--- src/logic/sdramPkg.sv ---
// shared types, SDRAM command encodings and FSM states for the 68000 SDRAM controller
package sdramPkg;

	////////////////////////////////////////////////////////////////////////////
	// widths that carry a meaning
	////////////////////////////////////////////////////////////////////////////

	typedef logic [31:0] cpuAddrT;		// 68000 address bus
	typedef logic [15:0] wordT;			// CPU data and SDRAM DQ word
	typedef logic [12:0] rowAddrT;		// SDRAM A12..A0, row or column + A10
	typedef logic [1:0] bankT;			// BA1..BA0
	typedef logic [15:0] delayT;		// delay and refresh counters

	// {CS_L, RAS_L, CAS_L, WE_L}, CKE travels separately in the command struct
	typedef enum logic [3:0] {
		deselect = 4'b1111,
		nop = 4'b0111,
		activate = 4'b0011,			// opens the row given on the address pins
		read = 4'b0101,				// A10 high selects auto precharge
		write = 4'b0100,			// A10 high selects auto precharge
		precharge = 4'b0010,		// A10 high closes all banks
		autoRefresh = 4'b0001,
		modeSet = 4'b0000			// mode register load from the address pins
	} sdramCmdE;

	// one command exactly as it lands on the SDRAM pins
	typedef struct packed {
		logic cke;					// clock enable, active high
		sdramCmdE cmd;
		bankT bank;
		rowAddrT addr;
	} sdramCmdT;

	// CPU bus after decoding to active high
	typedef struct packed {
		cpuAddrT address;
		wordT dataIn;
		logic select;				// DramSelect_L low
		logic strobe;				// select with AS_L low
		logic dataStrobe;			// UDS_L or LDS_L low
		logic write;				// WE_L low
	} cpuReqT;

	typedef enum logic [3:0] {
		initPowerUp, initWait, initNop, initPrecharge, initRefresh,
		initRefreshNop, initModeSet, initModeNop, initComplete
	} initStateE;

	typedef enum logic [3:0] {
		accIdle, accRefPrecharge, accRefNop, accRefRefresh, accRefWait,
		accRead, accCasWait, accPreWrite, accPostWrite, accTerminate
	} accessStateE;

	// burst length 1, sequential, CAS latency 2, single location write (A9)
	localparam rowAddrT modeWord = 13'h0220;

	// A10 alone, precharge all banks or auto precharge on read/write
	localparam rowAddrT allBanks = 13'h0400;

	// CKE, CS, RAS, CAS and WE all held low while the device powers up
	localparam sdramCmdT powerUpCmd = '{cke: 1'b0, cmd: modeSet, bank: '0, addr: '0};

endpackage

--- src/logic/initSequencer.sv ---
// power-up sequencer: wait, NOP, precharge all, auto refreshes, then mode register set
`timescale 1ns/1ns

module initSequencer #(
	parameter sdramPkg::delayT PowerUpCycles = 16'd5000,
	parameter logic [3:0] InitRefreshes = 4'd8
) (
	input logic Clock,
	input logic Reset_L,
	output sdramPkg::sdramCmdT initCmd,		// command while init runs
	output logic initDone					// high for good once mode is set
);

	sdramPkg::initStateE state;
	sdramPkg::initStateE nextState;
	sdramPkg::delayT delayCount;			// general down counter, stops at 0
	sdramPkg::delayT delayValue;
	logic delayLoad;
	logic delayDone;
	logic [3:0] refreshCount;				// refreshes still to issue

	assign delayDone = (delayCount == '0);
	assign initDone = (state == sdramPkg::initComplete);

	always_ff @(posedge Clock or negedge Reset_L)
	begin
		if (!Reset_L)
		begin
			state <= sdramPkg::initPowerUp;
			delayCount <= '0;
			refreshCount <= '0;
		end
		else
		begin
			state <= nextState;
			if (delayLoad)
				delayCount <= delayValue;
			else if (!delayDone)
				delayCount <= delayCount - 1'b1;
			// count is armed on precharge and spent one per refresh
			if (state == sdramPkg::initPrecharge)
				refreshCount <= InitRefreshes;
			else if (state == sdramPkg::initRefresh)
				refreshCount <= refreshCount - 1'b1;
		end
	end

	always_comb
	begin
		nextState = state;
		initCmd = '{cke: 1'b1, cmd: sdramPkg::nop, bank: '0, addr: '0};
		delayLoad = 1'b0;
		delayValue = '0;
		case (state)
			sdramPkg::initPowerUp:
			begin
				initCmd = sdramPkg::powerUpCmd;
				delayLoad = 1'b1;
				delayValue = PowerUpCycles - 16'd2;	// this cycle plus the zero cycle of wait
				nextState = sdramPkg::initWait;
			end
			sdramPkg::initWait:
			begin
				initCmd = sdramPkg::powerUpCmd;		// CKE stays low until the delay runs out
				if (delayDone)
					nextState = sdramPkg::initNop;
			end
			sdramPkg::initNop:
				nextState = sdramPkg::initPrecharge;	// first valid NOP with CKE high
			sdramPkg::initPrecharge:
			begin
				initCmd.cmd = sdramPkg::precharge;
				initCmd.addr = sdramPkg::allBanks;
				nextState = sdramPkg::initRefresh;
			end
			sdramPkg::initRefresh:
			begin
				initCmd.cmd = sdramPkg::autoRefresh;
				delayLoad = 1'b1;
				delayValue = 16'd2;					// three NOPs behind each refresh
				nextState = sdramPkg::initRefreshNop;
			end
			sdramPkg::initRefreshNop:
				if (delayDone)
					nextState = (refreshCount == '0) ? sdramPkg::initModeSet : sdramPkg::initRefresh;
			sdramPkg::initModeSet:
			begin
				initCmd.cmd = sdramPkg::modeSet;
				initCmd.addr = sdramPkg::modeWord;	// bank 0 selects the base mode register
				delayLoad = 1'b1;
				delayValue = 16'd2;
				nextState = sdramPkg::initModeNop;
			end
			sdramPkg::initModeNop:
				if (delayDone)
					nextState = sdramPkg::initComplete;
			sdramPkg::initComplete:
				nextState = sdramPkg::initComplete;	// parked, access FSM owns the pins
			default:
				nextState = sdramPkg::initPowerUp;
		endcase
	end

endmodule

--- config.mk ---
export PLATFORM = sky130hd
export DESIGN_NAME = initSequencer
export DESIGN_NICKNAME = d
export VERILOG_FILES = /design/src/logic/sdramPkg.sv /design/src/logic/initSequencer.sv
export SDC_FILE = /design/constraint.sdc
export NUM_CORES = 1
export LEC_CHECK = 0
export BUFFER_PORTS_ARGS = -buffer_cell sky130_fd_sc_hd__buf_2
export CAP_MARGIN = 20
export CELL_PAD_IN_SITES_DETAIL_PLACEMENT = 0
export CELL_PAD_IN_SITES_GLOBAL_PLACEMENT = 1
export CORE_ASPECT_RATIO = 0.9
export CORE_MARGIN = 4
export CORE_UTILIZATION = 38
export DETAILED_ROUTE_END_ITERATION = 8
export GPL_TIMING_DRIVEN = 0
export HOLD_SLACK_MARGIN = 0.12
export PLACE_DENSITY = 0.73
export SLEW_MARGIN = 10
export SYNTH_ARGS = -nofsm -noshare
export SYNTH_HDL_FRONTEND = slang
export SYNTH_SLANG_ARGS = --single-unit
--- constraint.sdc ---
create_clock -name Clock -period 2 [get_ports Clock]
set_clock_uncertainty 0.05 [all_clocks]
set_input_delay 0.2 -clock Clock [delete_from_list [all_inputs] [get_ports Clock]]
set_output_delay 0.2 -clock Clock [all_outputs]
set_load 0.05 [all_outputs]
==> results.cfg <==
[timing]
period_needed_ps = 2190
tightest_slew_ps = 674
tns_ps = -894
max_slew_margin_pct = 54.7
rsz0062_at_grt = yes
fmax_ghz = 0.457
setup_ws_ps = -187
final_hold_viol_count = 0
post-route-period-util_pct = 109
hold_slack_ps = 397
finalSetupViolations = 13
drv_slew = 0

[synthesis]
ys_top_cells_by_count = dfrtp_1 (24), a21oi_1 (20), nor2_1 (15)
synth_compound_area_share_pct = 16.3
synth-xor-area-share_pct = 1.69
synth_most_common_cell = dfrtp_1
synth_cell_types = 39
async_flop_share_pct = 100
synth.cell_area_mm2 = 0.00155
synth_edf_count = 0
synth-seq-area-share_pct = 38.7
synthAdderAreaFrac_pct = 2.42
synth.largest_area_cell = dfrtp_1
avgSynthCellArea_um2 = 8.48
synth_top_family_by_area = simple AND/OR/NAND/NOR gates
synthCells = 183
synth-simple-area-share_pct = 27.4
ys_ff_latch = 24
synthTopCellsByArea = dfrtp_1 (39%), buf_4 (6.8%), a21oi_1 (6.5%)
synth_top_area_share_pct = 38.7
synth_warnings = 0
ys.flop_type = dfrtp_1
synthMuxAreaShare_pct = 1.29

[finish]
layout-drive-gt1-share_pct = 37.5
nets = 230
fin_cells = 270
syn_to_final_growth_pct = 34.8
num_antenna_cells = 0
multi_input_area_um2 = 980
final_util_pct = 54.5
final.fill_count = 360
ff_latch_area_um2 = 601

[clock_network]
cts_made_buffers = 3
worstSkewPairLatency_ps = 270
ctsHtreeMaxLevel = 1
cts_root_buf = clkbuf_8
cts_tree = built
cts.clk_slew.worst_paths_ps = 90
clockBufferDepth = 2
clkSinkCount = 24

[job]
drv_cap = 0

[outcome]
status = finished, violations left
violations = negative setup slack

[floorplanning]
io_pins = 23
start_util_pct = 40.4
die_h_um = 68.6
die_width_um = 75.4
rows = 21
die_area_mm2 = 0.00517
coreArea_mm2 = 0.00384

[worst_setup_path]
reg2reg_from = delayCount[4]$_DFFE_PN0P_
path_max_fanout = 5
r2r_cells = 5
path_buf_inv = 1
rr_endpoint = delayCount[13]$_DFFE_PN0P_
critPathTopFamily = simple AND/OR/NAND/NOR gates
crit_required_ps = 2150
path_common_cell = or4_4
rrSetupSlack_ps = -190
crit_chain = or4_4 > buf_6 > or4_4 > or3_1 > a21oi_1
crit_path_end_kind = register
cp_slowest_stage_delay_ps = 580
criticalPathCategory = reg -> reg
slowest_stage = or4_4
startpoint_type = register
worstPathArrival_ps = 2340

[global_route]
grt_overflow_total = 0
grt_pass1_vias = 1373
grt_usage_pct = 16.3
antenna_found_initial = 0
grt_start_max_net_pins = 25
grt_pass1_wl_mm = 6.57

[placement]
gp_congestion = 0.846
dpl.hpwl_mm = 2.62
dp.cells = 250
numPortBuffers = 9

[routing]
drc = 0
ant_nets = 0
vias_per_cell = 5.46
route.vias.total = 1475
first_pass_iters = 4
wire_per_inst_um = 15.2
drt_iter0_markers = 108
wl_mm = 4.10

[worst_hold_path]
hp-class = in -> async

[power]
p_per_area_mw_per_mm2 = 437
fin_total_pwr_mw = 0.913
peakVddDrop_mv = 0.379
p_leak_nw = 0.936
how the worst max path moves through the flow:
| stage | startpoint | to | slack (ps) | cells past startpoint |
|---|---|---|---|---|
| after floorplan | delayCount[4]$_DFFE_PN0P_ | delayCount[13]$_DFFE_PN0P_ | -160 | 5 |
| after global routing | delayCount[6]$_DFFE_PN0P_ | delayCount[13]$_DFFE_PN0P_ | -250 | 5 |
| final | delayCount[4]$_DFFE_PN0P_ | delayCount[13]$_DFFE_PN0P_ | -190 | 5 |
| after global placement | delayCount[4]$_DFFE_PN0P_ | state[1]$_DFFE_PN0P_ | -270 | 5 |
| after detailed placement | delayCount[4]$_DFFE_PN0P_ | state[1]$_DFFE_PN0P_ | -370 | 5 |
| after CTS | delayCount[6]$_DFFE_PN0P_ | delayCount[13]$_DFFE_PN0P_ | -230 | 5 |
layout by cell type, fill, tap and decap left out, types with 5 or more instances in the layout:
cell type and instances:
buf_4 28, dfrtp_1 24, a21oi_1 17, conb_1 13, nor2_1 12, nand2_1 10, buf_2 9, inv_1 7
or4_4 7, o21ai_0 7, nand2b_1 6, or3_1 6, buf_6 5
sequential cells by signal, indices dropped and copies added (netlist names):
signal        count
refreshCount      4
delayCount       16
state             4
cells by family (layout without fill, tap and decap cells):
logic type / Yosys count / count (layout)
AOI/OAI and AO/OA: 43 / 43
xor gates and xnor gates: 3 / 3
adders and majority gates: 3 / 3
buffers and inverters: 33 / 62
DFF: 24 / 24
muxes: 2 / 2
other: 1 / 13
and+or+nand+nor: 74 / 74
per-stage QoR:
stage / worst slack (ps) / area [um^2]
2_1_floorplan: -158 / 1640
5_1_grt: -255 / 2090
6_report: -187 / 2090
3_3_place_gp: -273 / 1750
3_5_place_dp: -371 / 1750
4_1_cts: -228 / 1960
worst reg2reg max path, delay by kind of cell, from the launching register on:
| kind | cells | cell delay (ps) |
|---|---|---|
| DFF | 1 | 400 |
| buffers and inverters | 1 | 150 |
| and+or+nand+nor | 3 | 1400 |
| AOI/OAI and AO/OA | 1 | 120 |
timing repair:
action,CTS,global route
pin swaps,13,8
hold buffers,1,0
buffers inserted,13,4
cloned,0,1
gates resized for setup,10,34
endpoints found under the hold margin,24,0
endpoints found under the setup margin,19,26
routing by layer:
metal / wire length (um) / track usage, % / vias up
li1: - / - / 716
met1: 1960 / 22.2 / 730
met2: 1940 / 27.5 / 27
met3: 179 / 3.33 / 2
met4: 13 / 1.97 / 0
met5: 0 / 0 / -
power by group:
part,switching [mW],internal [mW]
combinational,0.0668,0.0194
clock,0.166,0.176
sequential,0,0.485
total,0.233,0.680
cell type report:
type | count | area share (%)
Multi-Input combinational cell | 138 | 46.8
Sequential cell | 24 | 28.7
Timing Repair Buffer | 28 | 9.81
Buffer | 22 | 7.83
Tap cell | 46 | 2.75
Clock buffer | 4 | 2.63
Inverter | 8 | 1.44
Note: power is estimated with default switching activity, not from simulation.
