`config.mk`:
```
export PLATFORM = sky130hd
export DESIGN_NAME = accessFsm
export DESIGN_NICKNAME = d
export VERILOG_FILES = /design/src/logic/sdramPkg.sv /design/src/logic/accessFsm.sv
export SDC_FILE = /design/constraint.sdc
export NUM_CORES = 1
export LEC_CHECK = 0
export BUFFER_PORTS_ARGS = -buffer_cell sky130_fd_sc_hd__buf_2
export CAP_MARGIN = 40
export CORE_UTILIZATION = 38
export CTS_BUF_LIST = sky130_fd_sc_hd__clkbuf_2
export CTS_CLUSTER_DIAMETER = 60
export DETAILED_ROUTE_END_ITERATION = 6
export GPL_ROUTABILITY_DRIVEN = 0
export MAX_ROUTING_LAYER = met4
export PLACE_DENSITY = 0.95
export SLEW_MARGIN = 20
export SYNTH_ARGS = -nofsm -noshare
export SYNTH_HDL_FRONTEND = slang
export SYNTH_SLANG_ARGS = --single-unit
```
`constraint.sdc`:
```
create_clock -name Clock -period 2.4 [get_ports Clock]
set_clock_uncertainty 0.05 [all_clocks]
set_input_delay 0.36 -clock Clock [delete_from_list [all_inputs] [get_ports Clock]]
set_output_delay 0.36 -clock Clock [all_outputs]
set_load 0.01 [all_outputs]
```
`src/logic/sdramPkg.sv`:
```
// shared types, SDRAM command encodings and FSM states for the 68000 SDRAM controller
package sdramPkg;

	////////////////////////////////////////////////////////////////////////////
	// widths that carry a meaning
	////////////////////////////////////////////////////////////////////////////

	typedef logic [31:0] cpuAddrT;		// 68000 address bus
	typedef logic [15:0] wordT;			// CPU data and SDRAM DQ word
	typedef logic [12:0] rowAddrT;		// SDRAM A12..A0, row or column + A10
	typedef logic [1:0] bankT;			// BA1..BA0
	typedef logic [15:0] delayT;		// delay and refresh counters

	// {CS_L, RAS_L, CAS_L, WE_L}, CKE travels separately in the command struct
	typedef enum logic [3:0] {
		deselect = 4'b1111,
		nop = 4'b0111,
		activate = 4'b0011,			// opens the row given on the address pins
		read = 4'b0101,				// A10 high selects auto precharge
		write = 4'b0100,			// A10 high selects auto precharge
		precharge = 4'b0010,		// A10 high closes all banks
		autoRefresh = 4'b0001,
		modeSet = 4'b0000			// mode register load from the address pins
	} sdramCmdE;

	// one command exactly as it lands on the SDRAM pins
	typedef struct packed {
		logic cke;					// clock enable, active high
		sdramCmdE cmd;
		bankT bank;
		rowAddrT addr;
	} sdramCmdT;

	// CPU bus after decoding to active high
	typedef struct packed {
		cpuAddrT address;
		wordT dataIn;
		logic select;				// DramSelect_L low
		logic strobe;				// select with AS_L low
		logic dataStrobe;			// UDS_L or LDS_L low
		logic write;				// WE_L low
	} cpuReqT;

	typedef enum logic [3:0] {
		initPowerUp, initWait, initNop, initPrecharge, initRefresh,
		initRefreshNop, initModeSet, initModeNop, initComplete
	} initStateE;

	typedef enum logic [3:0] {
		accIdle, accRefPrecharge, accRefNop, accRefRefresh, accRefWait,
		accRead, accCasWait, accPreWrite, accPostWrite, accTerminate
	} accessStateE;

	// burst length 1, sequential, CAS latency 2, single location write (A9)
	localparam rowAddrT modeWord = 13'h0220;

	// A10 alone, precharge all banks or auto precharge on read/write
	localparam rowAddrT allBanks = 13'h0400;

	// CKE, CS, RAS, CAS and WE all held low while the device powers up
	localparam sdramCmdT powerUpCmd = '{cke: 1'b0, cmd: modeSet, bank: '0, addr: '0};

endpackage

```
`src/logic/accessFsm.sv`:
```
// access FSM: idle arbitration, auto refresh and single word CPU read and write
`timescale 1ns/1ns

module accessFsm #(
	parameter logic [1:0] CasLatency = 2'd2
) (
	input logic Clock,
	input logic Reset_L,
	input logic initDone,
	input logic refreshDue,
	input sdramPkg::cpuReqT cpuReq,
	output sdramPkg::sdramCmdT accessCmd,
	output logic refreshReload,		// refresh done, restart the interval
	output logic writeEnable,		// drive DQ next cycle
	output logic readLatch,			// DQ capture window
	output logic dtack,				// acknowledge to the CPU, active high
	output sdramPkg::wordT writeData
);

	sdramPkg::accessStateE state;
	sdramPkg::accessStateE nextState;
	logic [1:0] waitCount;			// CAS latency and post refresh NOPs
	logic [1:0] waitValue;
	logic waitLoad;
	logic waitDone;
	sdramPkg::bankT bank;
	sdramPkg::rowAddrT rowAddr;
	sdramPkg::rowAddrT colAddr;

	////////////////////////////////////////////////////////////////////////////
	// CPU address split, bank 25:24, row 23:11, word column 10:1
	////////////////////////////////////////////////////////////////////////////

	assign bank = cpuReq.address[25:24];
	assign rowAddr = cpuReq.address[23:11];
	assign colAddr = {2'b00, 1'b1, cpuReq.address[10:1]};	// A10 high, auto precharge
	assign waitDone = (waitCount == '0);

	always_ff @(posedge Clock or negedge Reset_L)
	begin
		if (!Reset_L)
		begin
			state <= sdramPkg::accIdle;
			waitCount <= '0;
		end
		else
		begin
			state <= nextState;
			if (waitLoad)
				waitCount <= waitValue;
			else if (!waitDone)
				waitCount <= waitCount - 1'b1;
		end
	end

	////////////////////////////////////////////////////////////////////////////
	// next state and command decode
	////////////////////////////////////////////////////////////////////////////

	always_comb
	begin
		nextState = state;
		accessCmd = '{cke: 1'b1, cmd: sdramPkg::nop, bank: '0, addr: '0};
		waitLoad = 1'b0;
		waitValue = '0;
		refreshReload = 1'b0;
		writeEnable = 1'b0;
		readLatch = 1'b0;
		dtack = 1'b0;
		writeData = '0;
		case (state)
			sdramPkg::accIdle:
				if (initDone)
				begin
					if (refreshDue)							// refresh beats a waiting CPU
						nextState = sdramPkg::accRefPrecharge;
					else if (cpuReq.select && cpuReq.strobe)
					begin
						accessCmd.cmd = sdramPkg::activate;
						accessCmd.bank = bank;
						accessCmd.addr = rowAddr;
						nextState = cpuReq.write ? sdramPkg::accPreWrite : sdramPkg::accRead;
					end
				end
			sdramPkg::accRefPrecharge:
			begin
				accessCmd.cmd = sdramPkg::precharge;
				accessCmd.addr = sdramPkg::allBanks;
				nextState = sdramPkg::accRefNop;
			end
			sdramPkg::accRefNop:
				nextState = sdramPkg::accRefRefresh;
			sdramPkg::accRefRefresh:
			begin
				accessCmd.cmd = sdramPkg::autoRefresh;
				waitLoad = 1'b1;
				waitValue = 2'd2;							// three NOPs follow
				nextState = sdramPkg::accRefWait;
			end
			sdramPkg::accRefWait:
				if (waitDone)
				begin
					refreshReload = 1'b1;					// last NOP of the sequence
					nextState = sdramPkg::accIdle;
				end
			sdramPkg::accRead:
			begin
				accessCmd.cmd = sdramPkg::read;
				accessCmd.bank = bank;
				accessCmd.addr = colAddr;
				waitLoad = 1'b1;
				waitValue = CasLatency - 2'd1;
				nextState = sdramPkg::accCasWait;
			end
			sdramPkg::accCasWait:
			begin
				readLatch = 1'b1;
				if (waitDone)
					nextState = sdramPkg::accTerminate;		// data is held in DataOut
			end
			sdramPkg::accPreWrite:
				if (cpuReq.dataStrobe)						// 68000 data is valid now
				begin
					accessCmd.cmd = sdramPkg::write;
					accessCmd.bank = bank;
					accessCmd.addr = colAddr;
					writeEnable = 1'b1;
					writeData = cpuReq.dataIn;
					dtack = 1'b1;
					nextState = sdramPkg::accPostWrite;
				end
			sdramPkg::accPostWrite:
			begin
				writeEnable = 1'b1;							// hold DQ one more cycle
				writeData = cpuReq.dataIn;
				dtack = 1'b1;
				nextState = sdramPkg::accTerminate;
			end
			sdramPkg::accTerminate:
				if (cpuReq.dataStrobe)
					dtack = 1'b1;							// CPU still in its bus cycle
				else
					nextState = sdramPkg::accIdle;
			default:
				nextState = sdramPkg::accIdle;
		endcase
	end

endmodule

```
==> impl_metrics.sql <==
INSERT INTO impl_metrics (metric_group, metric, value, unit) VALUES
('status', 'outcome', 'completed', ''),
('grt', 'gr-usage-all-layers', '0.246', ''),
('critical_path', 'worstReg2RegStart', 'state[1]', ''),
('synthesis', 'ff_latch_count_synth', '6', ''),
('final_layout', 'area_growth', '57.3', '%'),
('synthesis', 'post_synth_fa_ha_maj_area_fraction', '0.0144', ''),
('routing', 'drc', '0', ''),
('sta', 'final_period_minus_worst_setup_slack', '2.24', 'ns'),
('cts', 'ctsHtreeMaxLevel', '1', ''),
('placed_design', 'placed_cells', '223', ''),
('synthesis', 'synth_sequential_area_ratio', '0.173', ''),
('sta', 'slew-limit-headroom', '0.659', ''),
('power_and_ir_drop', 'power.ir.vdd_worst', '481', 'µV'),
('synthesis', 'synth_top_area_share', '0.173', ''),
('final_layout', 'antennaDiodeCount', '0', ''),
('critical_path', 'crit_path_top_delay_cell', 'or4_4', ''),
('critical_path', 'path_max_fanout', '15', ''),
('synthesis', 'synthDominantAreaCellType', 'dfrtp_1', ''),
('critical_path', 'worst_r2r_endpoint', 'state[2]', ''),
('power_and_ir_drop', 'power_density_relative_to_cell_area', '983', 'nW/µm²'),
('sta', 'rsz0062_at_grt', 'false', ''),
('grt', 'grt_start_max_net_pins', '18', ''),
('cts', 'ctsLongestPathBuffers', '2', ''),
('sta', 'timing_max_transition_violations_final', '0', ''),
('cts', 'insertion_delay', '0.21', 'ns'),
('critical_path', 'cp.required', '1.99', 'ns'),
('synthesis', 'netlist_top_cells_area', 'dfrtp_1, and2_1, a22o_1', ''),
('final_layout', 'mostFrequentLayoutCell', 'buf_2', ''),
('die', 'die_area', '2480', 'µm²'),
('final_layout', 'layout.cells.most_common_list', 'buf_2, and2_1, a22o_1', ''),
('sta', 'timing.setup.tns', '0', 'ns'),
('synthesis', 'synthXorXnorAreaFrac', '0.0101', ''),
('synthesis', 'synthSimpleGateAreaFrac', '0.358', ''),
('synthesis', 'synth_area', '867', 'µm²'),
('routing', 'avgViaCountPerCell', '5.12', ''),
('critical_path', 'r2r_setup_slack', '0.48', 'ns'),
('routing', 'drt-initial-drc-count', '46', ''),
('critical_path', 'critical-path-max-stage-delay', '0.58', 'ns'),
('die', 'fp.dieW', '49.8', 'µm'),
('synthesis', 'compound_gate_portion_of_the_synthesized_area', '0.333', ''),
('placed_design', 'hpwl', '2320', 'µm'),
('sta', 'worst-slew-pin-transition', '0.511', 'ns'),
('die', 'core_area', '2060', 'µm²'),
('routing', 'dr.pass1.iters', '4', ''),
('critical_path', 'critPathCaptureType', 'output pin', ''),
('die', 'std_cell_rows', '16', ''),
('synthesis', 'syn-instance-count', '116', ''),
('routing', 'antenna_left', '0', ''),
('critical_path', 'worst-r2r-cell-count', '5', ''),
('critical_path', 'worst_setup_path_start_kind', 'register', ''),
('die', 'floorplan.initialDensity', '0.421', ''),
('final_layout', 'num-nets-final', '260', ''),
('sta', 'setup_slack', '0.157', 'ns'),
('sta', 'post-route-period-util', '0.935', ''),
('synthesis', 'syn_avg_cell_area', '7.47', 'µm²'),
('die', 'fp.dieH', '49.8', 'µm'),
('die', 'num_io_pins', '96', ''),
('sta', 'hold_viol_final', '0', ''),
('synthesis', 'synthesized_nets', '173', ''),
('sta', 'report.final.setup_viol', '0', ''),
('sta', 'clock.fmax', '446', 'MHz'),
('final_layout', 'post_route_cells_drive_above_1_share', '0.512', ''),
('sta', 'hold_ws', '0.448', 'ns'),
('routing', 'via_count', '1167', ''),
('hold_path', 'worst_hold_path_type', 'in -> async', ''),
('power_and_ir_drop', 'cellLeakagePower', '0.772', 'nW'),
('placed_design', 'placed_instance_area', '1300', 'µm²'),
('cts', 'clockRootBuffer', 'clkbuf_2', ''),
('critical_path', 'critPathArrivalTime', '1.83', 'ns'),
('final_layout', 'layoutNonFillerInstCount', '228', ''),
('synthesis', 'yosys_warnings', '0', '');
cells by family after synthesis:
logic type	Yosys count
mux	1
other cells	2
compound gates	36
simple gates	54
flops	6
fa+ha+maj	1
buf+inv	15
xor+xnor	1
worst max path at each step:
stage	end	slack (ns)	startpoint
after floorplan	accessCmd[0]	0.54	state[0]
after global placement	accessCmd[4]	0.19	state[2]
after detailed placement	accessCmd[0]	0.13	state[2]
after CTS	writeData[5]	0.02	state[2]
after global routing	writeData[4]	0.07	state[2]
final	accessCmd[0]	0.16	state[3]
per-stage QoR:
step	total power, mW	utilization
global route	1.46	0.661
detailed placement	1.24	0.631
CTS	1.32	0.644
floorplan	0.944	-
global placement	1.20	0.631
finish	1.34	0.661
power breakdown:
group	switching (mW)	internal [mW]
combinational	0.567	0.459
clock	0.0334	0.0338
sequential	0.0883	0.157
Yosys cell counts, drive strengths merged:
library cell,count
ha,1
or4,1
nor4,1
nand2b,2
o31ai,1
nand4b,1
nor2,6
and2,18
o21a,3
nand2,11
clkbuf,1
o21ai,5
nor2b,5
nand3,1
and3,1
a211oi,1
conb,2
nand4,1
buf,9
o2111ai,1
dfrtp,6
a21oi,7
nor3b,1
o211ai,2
a22o,12
mux2i,1
xor2,1
or3,1
inv,4
o221ai,1
nor3,4
a211o,2
clkinv,1
a221oi,1
layout make-up:
type	count	area, µm²	area share
inverters	5	18.8	0.0138
multi-input cells	95	654	0.480
repair buffers	92	490	0.360
well taps	27	33.8	0.0248
flip-flops and latches	6	151	0.111
clock buffers	3	15.0	0.0110
per-layer routing:
metal	part of all wire	track usage	vias to the layer above
met4	0	0.0714	0
met1	0.38	0.265	526
met2	0.55	0.455	60
met5	0	-	-
met3	0.072	0.0401	0
li1	-	-	581
registers in the layout, summed over array words and instances (netlist names):
| name | count |
|---|---|
| state | 4 |
| waitCount | 2 |
worst max-delay path: cells and delay by family (launching register included):
kind            cells  cell delay (ns)
buf+inv             2             0.27
compound gates      1             0.14
simple gates        2             0.72
flops               1             0.49
what timing repair did:
action                                 in CTS  in global routing
endpoints found under the hold margin       6                  0
buffers inserted                            0                  1
resized for setup                           1                  3
hold buffers                                1                  0
pin swaps                                   0                  1
setup endpoints to repair                  12                 30
Power figures use the tool's default switching activity.
