`config.mk`:
```
export PLATFORM = sky130hd
export DESIGN_NAME = refreshTimer
export DESIGN_NICKNAME = d
export VERILOG_FILES = /design/src/logic/sdramPkg.sv /design/src/logic/refreshTimer.sv
export SDC_FILE = /design/constraint.sdc
export NUM_CORES = 1
export LEC_CHECK = 0
export BUFFER_PORTS_ARGS = -buffer_cell sky130_fd_sc_hd__clkbuf_2
export CAP_MARGIN = 30
export CORE_UTILIZATION = 25
export DETAILED_ROUTE_END_ITERATION = 8
export SLEW_MARGIN = 20
export SYNTH_ARGS = -nofsm -noshare
export SYNTH_HDL_FRONTEND = slang
export SYNTH_SLANG_ARGS = --single-unit
```
`constraint.sdc`:
```
create_clock -name Clock -period 4.7 [get_ports Clock]
set_input_delay 0.235 -clock Clock [delete_from_list [all_inputs] [get_ports Clock]]
set_output_delay 0.235 -clock Clock [all_outputs]
set_load 0.02 [all_outputs]
```
`src/logic/sdramPkg.sv`:
```
// shared types, SDRAM command encodings and FSM states for the 68000 SDRAM controller
package sdramPkg;

	////////////////////////////////////////////////////////////////////////////
	// widths that carry a meaning
	////////////////////////////////////////////////////////////////////////////

	typedef logic [31:0] cpuAddrT;		// 68000 address bus
	typedef logic [15:0] wordT;			// CPU data and SDRAM DQ word
	typedef logic [12:0] rowAddrT;		// SDRAM A12..A0, row or column + A10
	typedef logic [1:0] bankT;			// BA1..BA0
	typedef logic [15:0] delayT;		// delay and refresh counters

	// {CS_L, RAS_L, CAS_L, WE_L}, CKE travels separately in the command struct
	typedef enum logic [3:0] {
		deselect = 4'b1111,
		nop = 4'b0111,
		activate = 4'b0011,			// opens the row given on the address pins
		read = 4'b0101,				// A10 high selects auto precharge
		write = 4'b0100,			// A10 high selects auto precharge
		precharge = 4'b0010,		// A10 high closes all banks
		autoRefresh = 4'b0001,
		modeSet = 4'b0000			// mode register load from the address pins
	} sdramCmdE;

	// one command exactly as it lands on the SDRAM pins
	typedef struct packed {
		logic cke;					// clock enable, active high
		sdramCmdE cmd;
		bankT bank;
		rowAddrT addr;
	} sdramCmdT;

	// CPU bus after decoding to active high
	typedef struct packed {
		cpuAddrT address;
		wordT dataIn;
		logic select;				// DramSelect_L low
		logic strobe;				// select with AS_L low
		logic dataStrobe;			// UDS_L or LDS_L low
		logic write;				// WE_L low
	} cpuReqT;

	typedef enum logic [3:0] {
		initPowerUp, initWait, initNop, initPrecharge, initRefresh,
		initRefreshNop, initModeSet, initModeNop, initComplete
	} initStateE;

	typedef enum logic [3:0] {
		accIdle, accRefPrecharge, accRefNop, accRefRefresh, accRefWait,
		accRead, accCasWait, accPreWrite, accPostWrite, accTerminate
	} accessStateE;

	// burst length 1, sequential, CAS latency 2, single location write (A9)
	localparam rowAddrT modeWord = 13'h0220;

	// A10 alone, precharge all banks or auto precharge on read/write
	localparam rowAddrT allBanks = 13'h0400;

	// CKE, CS, RAS, CAS and WE all held low while the device powers up
	localparam sdramCmdT powerUpCmd = '{cke: 1'b0, cmd: modeSet, bank: '0, addr: '0};

endpackage

```
`src/logic/refreshTimer.sv`:
```
// refresh interval timer, raises a refresh request that holds until the refresh is done
`timescale 1ns/1ns

module refreshTimer #(
	parameter sdramPkg::delayT RefreshInterval = 16'd380
) (
	input logic Clock,
	input logic Reset_L,
	input logic initDone,
	input logic refreshReload,		// pulse at the end of each refresh
	output logic refreshDue			// high from timeout until reload
);

	sdramPkg::delayT refreshCount;
	logic initDoneQ;				// for the first rising edge of initDone
	logic reload;

	assign reload = (initDone && !initDoneQ) || refreshReload;

	// parked at zero so a late refresh is never lost
	assign refreshDue = (refreshCount == '0);

	always_ff @(posedge Clock or negedge Reset_L)
	begin
		if (!Reset_L)
		begin
			refreshCount <= RefreshInterval;	// no request before init finishes
			initDoneQ <= 1'b0;
		end
		else
		begin
			initDoneQ <= initDone;
			if (reload)
				refreshCount <= RefreshInterval;
			else if (initDone && !refreshDue)
				refreshCount <= refreshCount - 1'b1;
		end
	end

endmodule

```
==> impl_metrics.ini, run 1 <==
[logic_synthesis]
avgSynthCellArea_sq_um = 9.482
syn_area_sq_mm = 0.001033
ys.flop_type = dfrtp_1
synth_compound_area_share_pct = 16.34
ys_seq_area_share_pct = 41.89
synth_cells = 109
postSynth.asyncResetShare_pct = 100.0
synth_adder_area_share_pct = 1.211
ys_warn_count = 0
yosys.area_share.simple_pct = 31.36
synth_xor_xnor_area_share_pct = 0
syn-num-nets = 114
synth_edf_count = 0
synth_top_family_by_area = simple AND/OR/NAND/NOR gates
synthMuxAreaShare_pct = 5.811
synth-seq-cells = 17
ys_types = 39

[cells_and_area]
syn_to_final_growth_pct = 11.38
register_area_sq_um = 432.9
drive_above_1_share_pct = 17.39
nets = 121
diodes = 0
fin_cells = 165
multi_input_area_sq_um = 565.5
final_cell_mix = 11 x a21oi_1, 11 x dfrtp_1, 9 x nor2_1
nFillCells = 430

[detailed_routing]
drt-initial-drc-count = 19
postRouteAntennaNets = 0
avgViaCountPerCell = 5.273
post_drt_wl_per_cell_um = 13.37
vias = 870
drt_wl_total_mm = 2.206
dr.pass1.iters = 4
drc = 0

[sta]
holdWs_ns = 0.2174
hold_violations = 0
setup-tns-final_ns = 0
maxSlewHeadroom_pct = 57.49
skew_ns = 0.001164
max_slew.worst_pin.slew_ns = 0.6377
fin_crit_ns = 2.213
fmax_mhz = 452.0
setup_viol = 0
post-route-period-util_pct = 47.08
drv_slew = 0
rsz0062_at_grt = no

[clocking]
clockBufferDepth = 2
cts_buffers = 3
ctsHoldBuffers = 1
cts_tree = yes
h-tree-depth = 1
path_clk_slew_ns = 0.06
post_cts_buffers = 0
clkLatencyLatePin_ns = 0.26
cts.sinks = 17
cts_resized = 0
root_buffer = clkbuf_8

[die]
die-width_um = 66.30
num_rows = 23
start_util_pct = 26.02
io_pins = 5
dieArea_sq_mm = 0.004395
fp.dieH_um = 66.30
core_sq_mm = 0.003971

[setup_path]
arrival_ns = 1.98
end_kind = output port
r2r-start = refreshCount[0]
crit_type = flop to output port
crit_fanout = 7
worstSetupStartpoint = refreshCount[11]
critical_path_required_ns = 4.47
cp-start-kind = flop

[global_routing]
grt.overflow.total = 0
antenna_found_initial = 0
track_usage_pct = 11.76
grt_max_degree = 18
grt_pass1_wl_mm = 3.967
grt_pass1_vias = 853

[power]
ir_drop_v = 0.0001180
p_leak_uw = 0.0004324
power.density_mw_per_mm2 = 247.4

[run_status]
status = finished clean

[place]
place.gp.congestion = 0.7609
placed_cells = 160
dp_hpwl_mm = 1.627
portBuffers = 4

[worst_hold_path]
worstHoldStart = initDone
min_path_type = input pin to flop

[flow_run]
maxCapViolCount = 0
critical path, stage by stage (launching register included):
cell      delay, ns
dfrtp_1        0.42
nor4_1         0.56
nand3_1        0.36
nor2_1         0.19
clkbuf_2       0.19
power breakdown:
part / internal (uW) / switching [uW]
Sequential: 150 / 3.11
Combinational: 8.23 / 13.3
Clock: 60.3 / 49.5
per-stage QoR:
step                area [sq um]  setup WS (ns)  total power (uW)  utilization (%)
floorplan                   1033          2.763             170.1                -
global placement            1096          2.704             176.2            27.60
detailed placement          1096          2.604             177.3            27.60
CTS                         1151          2.485             291.2            28.99
global route                1151          2.313             296.2            28.99
finish                      1151          2.487             284.8            28.99
final timing paths:
path / end / slack, ns / cells after the start
max in group asynchronous: refreshCount[3] / 3.92 / 2
max reg2reg: refreshCount[12] / 2.58 / 6
min: initDoneQ / 0.22 / 1
min reg2reg: refreshCount[4] / 0.55 / 2
max: refreshDue / 2.49 / 4
min in group asynchronous: refreshCount[1] / 0.45 / 2
registers in the layout, summed over array words and instances (netlist names):
name          cells
refreshCount     16
initDoneQ         1
cells in the mapped netlist, drive strengths merged (2+ instances only):
| master | instances | area [sq um] |
|---|---|---|
| nor3 | 4 | 25.02 |
| or2 | 2 | 12.51 |
| nand4 | 2 | 12.51 |
| nand2b | 2 | 12.51 |
| and2 | 4 | 25.02 |
| nand2 | 5 | 18.77 |
| o21ai | 4 | 20.02 |
| dfstp | 6 | 157.7 |
| a211oi | 2 | 15.01 |
| or3 | 2 | 12.51 |
| dfrtp | 11 | 275.3 |
| a21oi | 11 | 55.05 |
| mux2i | 6 | 60.06 |
| nor2 | 9 | 33.78 |
| buf | 2 | 16.26 |
| and3 | 2 | 13.77 |
| inv | 4 | 15.01 |
| o31ai | 4 | 30.03 |
| nor4 | 4 | 37.53 |
| or4 | 9 | 71.32 |
per-layer routing:
metal / GRT usage, % / wire length [um] / up-vias
li1: - / - / 430
met2: 19.77 / 1055 / 10
met1: 14.72 / 1056 / 425
met5: 0 / 0 / -
met4: 6.383 / 58 / 0
met3: 1.034 / 35 / 5
final cells by class:
class	instances	area share, %
Multi-Input combinational cell	85	49.13
Tap cell	50	5.435
Clock buffer	4	3.913
Timing Repair Buffer	5	2.609
Sequential cell	17	37.61
Inverter	4	1.304
cell families (layout without fill, tap and decap cells):
family	count (synthesis)	after routing
simple gates	51	51
flops	17	17
compound gates	27	27
buf+inv	7	13
fa+ha+maj	1	1
mux	6	6
Power figures use the tool's default switching activity.
==> run 2: changes to the inputs <==
--- a/config.mk
+++ b/config.mk
@@ -5,6 +5,7 @@
 export SDC_FILE = /design/constraint.sdc
 export NUM_CORES = 1
 export LEC_CHECK = 0
+export ABC_AREA = 1
 export BUFFER_PORTS_ARGS = -buffer_cell sky130_fd_sc_hd__clkbuf_2
 export CAP_MARGIN = 30
 export CORE_UTILIZATION = 25
==> constraint.sdc (replaced) <==
create_clock -name Clock -period 1.9 [get_ports Clock]
set_input_delay 0.095 -clock Clock [delete_from_list [all_inputs] [get_ports Clock]]
set_output_delay 0.095 -clock Clock [all_outputs]
set_load 0.02 [all_outputs]
==> run 2 against run 1 <==
  * Largest cell class unchanged
  * Clock-buffer cell count unchanged
  * Critical path depth up 1
  * Synthesized area up 9.6%
  * Sequential cell count unchanged
  * Hold slack worse by 0.20 ns
  * Largest power group unchanged
  * Worst setup slack worse by 2.3 ns
  * First-iteration DRC count up 140%
  * Critical path type unchanged
  * Clock power up 150%
==> impl_metrics.ini, run 2 <==
[sta]
setup_viol = 0
post-route-period-util_pct = 91.22
maxSlewHeadroom_pct = 66.10
holdWs_ns = 0.01900
fmax_mhz = 577.0
max_slew.worst_pin.slew_ns = 0.5080
drv_slew = 0
fin_crit_ns = 1.733
setup-tns-final_ns = 0
rsz0062_at_grt = no
hold_violations = 0
skew_ns = 0.001525
setup_ws_ns = 0.1669

[cells_and_area]
design_area_sq_mm = 0.001279
largest_reg_flops = 16
nFillCells = 471
diodes = 0
top_regs = refreshCount x16, initDoneQ x1
drive_above_1_share_pct = 21.76
top_register = refreshCount
fin_cells = 222
layout_commonest_cell = nand2_1
nets = 176
final_cell_mix = 52 x nand2_1, 23 x nor2_1, 16 x inv_1
syn_to_final_growth_pct = 12.93

[clocking]
clkLatencyLatePin_ns = 0.25
clockBufferDepth = 2
cts_buffers = 3
cts_tree = yes
path_clk_slew_ns = 0.07
cts.sinks = 17
h-tree-depth = 1
root_buffer = clkbuf_8
post_cts_buffers = 0

[logic_synthesis]
synth_top_area_share_pct = 24.31
synth_adder_area_share_pct = 1.105
postSynth.asyncResetShare_pct = 100.0
ys_types = 23
synth_xor_xnor_area_share_pct = 1.547
synth_top_family_by_area = simple AND/OR/NAND/NOR gates
yosys.area.top_type = dfrtp_1
synthMuxAreaShare_pct = 0
syn-num-nets = 167
netlist_top_cells_count = 52 x nand2_1, 23 x nor2_1, 16 x inv_1, 15 x nand3_1, 11 x dfrtp_1
post-synth-top-count-cell = nand2_1
synth_cells = 162
ys.flop_type = dfrtp_1
synth_edf_count = 0
synth_compound_area_share_pct = 7.514
ys_top_cells_by_area = dfrtp_1 24%, nand2_1 17%, dfstp_2 14%, nor2_1 7.6%, nand3_1 6.6%
syn_area_sq_mm = 0.001132
avgSynthCellArea_sq_um = 6.990
synth-seq-cells = 17
ys_warn_count = 0
yosys.area_share.simple_pct = 44.53
ys_seq_area_share_pct = 38.23

[detailed_routing]
drt-initial-drc-count = 45
drt_wl_total_mm = 2.300
postRouteAntennaNets = 0
dr.pass1.iters = 4
post_drt_wl_per_cell_um = 10.36
avgViaCountPerCell = 4.356
drc = 0
vias = 967

[run_status]
status = finished clean

[flow_run]
maxCapViolCount = 0

[global_routing]
grt_max_degree = 18
antenna_found_initial = 0
track_usage_pct = 10.12
grt_pass1_vias = 844
grt.overflow.total = 0
grt_pass1_wl_mm = 3.864

[setup_path]
critical_path_required_ns = 1.80
end_kind = output port
arrival_ns = 1.64
r2r_cells = 10
cp-start-kind = flop
crit_fanout = 5
crit_type = flop to output port

[power]
power.density_mw_per_mm2 = 649.1
ir_drop_v = 0.0002436
p_leak_uw = 0.0006349

[place]
dp_hpwl_mm = 1.754
placed_area_sq_mm = 0.001209
dp_slack_ns = 0.1774
portBuffers = 4
place.gp.congestion = 0.8025
placed_cells = 217

[die]
die-width_um = 69.30
io_pins = 5
num_rows = 24
dieArea_sq_mm = 0.004802
fp.dieH_um = 69.30
start_util_pct = 26.01
core_sq_mm = 0.004354

[worst_hold_path]
min_path_type = input pin to flop
min_path_cells = 1
==> run 2: metal layers <==
metal | GRT usage (%) | routed length (um)
met1 | 13.62 | 1132
met2 | 15.75 | 1065
met3 | 3.924 | 102
met4 | 1.361 | 0
met5 | 0 | 0
==> run 2: report_power, final <==
part	internal, uW	switching [uW]	leakage, uW
Clock	149	123	0.0000228
Sequential	395	24.8	0.000213
Combinational	47.9	90.6	0.000399
Total	591	239	0.000635
==> run 2: cells by family (layout without fill, tap and decap cells) <==
logic type / Yosys count / in the layout
XOR/XNOR: 2 / 2
buffers and inverters: 19 / 27
flip-flops: 17 / 17
adder cells (fa/ha/maj): 1 / 1
AND/OR/NAND/NOR: 111 / 111
AO/OA/AOI/OAI: 12 / 12
==> run 2: final timing paths <==
path	end	start	slack, ns
setup / recovery	refreshDue	refreshCount[0]	0.17
hold / removal	initDoneQ	initDone	0.02
setup reg to reg	refreshCount[7]	refreshCount[0]	0.23
hold reg to reg	refreshCount[2]	refreshCount[2]	0.50
max in group asynchronous	refreshCount[3]	Reset_L	1.25
min in group asynchronous	initDoneQ	Reset_L	0.31
==> run 2: worst max-delay path, stage by stage, from the launching register on <==
cell,delay [ns]
dfrtp_1,0.39
inv_1,0.15
ha_2,0.24
nand2_2,0.10
nor4_2,0.30
clkbuf_2,0.21
==> run 2: layout make-up <==
| cell class | count | area [sq um] | share of cell area [%] |
|---|---|---|---|
| Timing Repair Buffer | 6 | 37.54 | 2.935 |
| Inverter | 17 | 66.31 | 5.186 |
| Tap cell | 52 | 65.06 | 5.088 |
| Multi-Input combinational cell | 126 | 631.9 | 49.41 |
| Clock buffer | 4 | 45.04 | 3.522 |
| Sequential cell | 17 | 432.9 | 33.86 |
==> run 2: what timing repair did <==
item                                    in CTS  in global routing
hold buffers                                 1                  0
endpoints found under the setup margin       0                  8
hold endpoints to repair                    11                  0
gates resized for setup                      0                  4
==> run 2: metrics by stage <==
| stage | utilization, % | total power [uW] |
|---|---|---|
| floorplan | - | 524.9 |
| finish | 29.37 | 830.1 |
| CTS | 29.02 | 841.9 |
| global route | 29.37 | 877.9 |
| detailed placement | 27.76 | 560.1 |
| global placement | 27.76 | 562.3 |
==> run 3: changes to the inputs <==
==> constraint.sdc (replaced) <==
create_clock -name Clock -period 2.2 [get_ports Clock]
set_input_delay 0.11 -clock Clock [delete_from_list [all_inputs] [get_ports Clock]]
set_output_delay 0.11 -clock Clock [all_outputs]
set_load 0.02 [all_outputs]
==> run 3 against run 2 <==
  * First-iteration DRC count rose by 22%
  * Clock power fell by 12%
  * Clock skew rose by 0.0026 ns
  * Largest power group unchanged
  * Cell area fell by 0.29%
  * Total power fell by 13%
  * Critical path depth did not move
  * Critical path type unchanged
  * Worst setup slack improved by 0.20 ns
  * Global-route usage rose by 0.43 points
==> impl_metrics.ini, run 3 (synthesis results as in run 2) <==
[setup_path]
cp_slowest_stage_delay_ns = 0.39
end_kind = output port
cp_slowest_cell = dfrtp_1
r2r_cells = 10
cp-start-kind = flop
crit_type = flop to output port
critical_path_required_ns = 2.09
cpLargestDelayFamily = simple AND/OR/NAND/NOR gates
worst-path-stages = 5
crit_fanout = 5
cp_cell_sequence = inv_1 > ha_1 > nand2_2 > nor4_1 > clkbuf_2
arrival_ns = 1.72
r2r_setup_slack_ns = 0.54
path_buf_inv = 2

[detailed_routing]
drt_wl_total_mm = 2.311
avgViaCountPerCell = 4.341
dr.pass1.iters = 4
drt-initial-drc-count = 55
vias = 968
drc = 0
postRouteAntennaNets = 0
post_drt_wl_per_cell_um = 10.36

[power]
ir_drop_v = 0.0001321
power.density_mw_per_mm2 = 565.5
p_leak_uw = 0.0006399
finalPower_uw = 721.0

[sta]
max_slew.worst_pin.slew_ns = 0.4651
setup_viol = 0
skew_ns = 0.004089
rsz0062_at_grt = no
maxSlewHeadroom_pct = 68.96
holdWs_ns = 0.02894
drv_slew = 0
fin_crit_ns = 1.829
hold_violations = 0
setup_ws_ns = 0.3710
post-route-period-util_pct = 83.13
setup-tns-final_ns = 0
fmax_mhz = 546.8

[die]
io_pins = 5
start_util_pct = 26.01
dieArea_sq_mm = 0.004802
num_rows = 24
fp.dieH_um = 69.30
die-width_um = 69.30
core_sq_mm = 0.004354

[global_routing]
grtUsageMet2_pct = 15.86
use_met3_pct = 4.215
antenna_found_initial = 0
grt_max_degree = 18
track_usage_pct = 10.55
grt_busiest_layer = met2
met1_usage_pct = 13.96
grt_pass1_wl_mm = 4.002
grt.overflow.total = 0
grt_pass1_vias = 874

[worst_hold_path]
min_path_type = input pin to flop
min_path_cells = 1

[cells_and_area]
diodes = 0
top_register = refreshCount
nFillCells = 476
syn_to_final_growth_pct = 12.60
nets = 177
top_regs = refreshCount x16, initDoneQ x1
layout_commonest_cell = nand2_1
largest_reg_flops = 16
design_area_sq_mm = 0.001275
final_cell_mix = 52 x nand2_1, 23 x nor2_1, 16 x inv_1
drive_above_1_share_pct = 21.05

[place]
place.gp.congestion = 0.8261
dp_slack_ns = 0.5487
dp_hpwl_mm = 1.838
portBuffers = 4
placed_area_sq_mm = 0.001216

[clocking]
cts.sinks = 17
clockBufferDepth = 2
path_clk_slew_ns = 0.07
cts_tree = yes
root_buffer = clkbuf_8
cts_buffers = 3
cts_resized = 0
clkLatencyLatePin_ns = 0.26
h-tree-depth = 1
post_cts_buffers = 0

[flow_run]
maxCapViolCount = 0

[run_status]
status = finished clean
-- run 3: metrics by stage --
step                utilization (%)  instances
detailed placement            27.93        218
global route                  29.28        223
CTS                           29.28        223
global placement              27.93        218
finish                        29.28        223
floorplan                         -        162
-- run 3: layout make-up --
cell class / instances / area (sq um) / share of cell area (%)
Inverter: 17 / 63.81 / 5.005
Tap cell: 52 / 65.06 / 5.103
Clock inverter: 1 / 7.507 / 0.5888
Multi-Input combinational cell: 126 / 619.3 / 48.58
Sequential cell: 17 / 432.9 / 33.95
Clock buffer: 3 / 41.29 / 3.238
Timing Repair Buffer: 7 / 45.04 / 3.533
-- run 3: routing by layer --
metal  wire, um  share of wire [%]
met5          0                  0
met4         21               0.91
met3         87                3.8
met2        991                 43
met1       1211                 52
-- run 3: where the power goes --
part | internal (uW) | switching [uW]
Clock | 128 | 113
Combinational | 41.2 | 77.0
Sequential | 341 | 21.7
Total | 510 | 212
-- run 3: timing repair --
action,CTS,global route
endpoints found under the setup margin,0,0
endpoints found under the hold margin,11,0
hold buffers,1,0
-- run 3: path summary, 6_finish.rpt --
check / end / startpoint
min in group asynchronous: refreshCount[1] / Reset_L
max: refreshDue / refreshCount[0]
max in group asynchronous: refreshCount[6] / Reset_L
min reg2reg: refreshCount[2] / refreshCount[2]
max reg2reg: refreshCount[13] / refreshCount[0]
min: initDoneQ / initDone
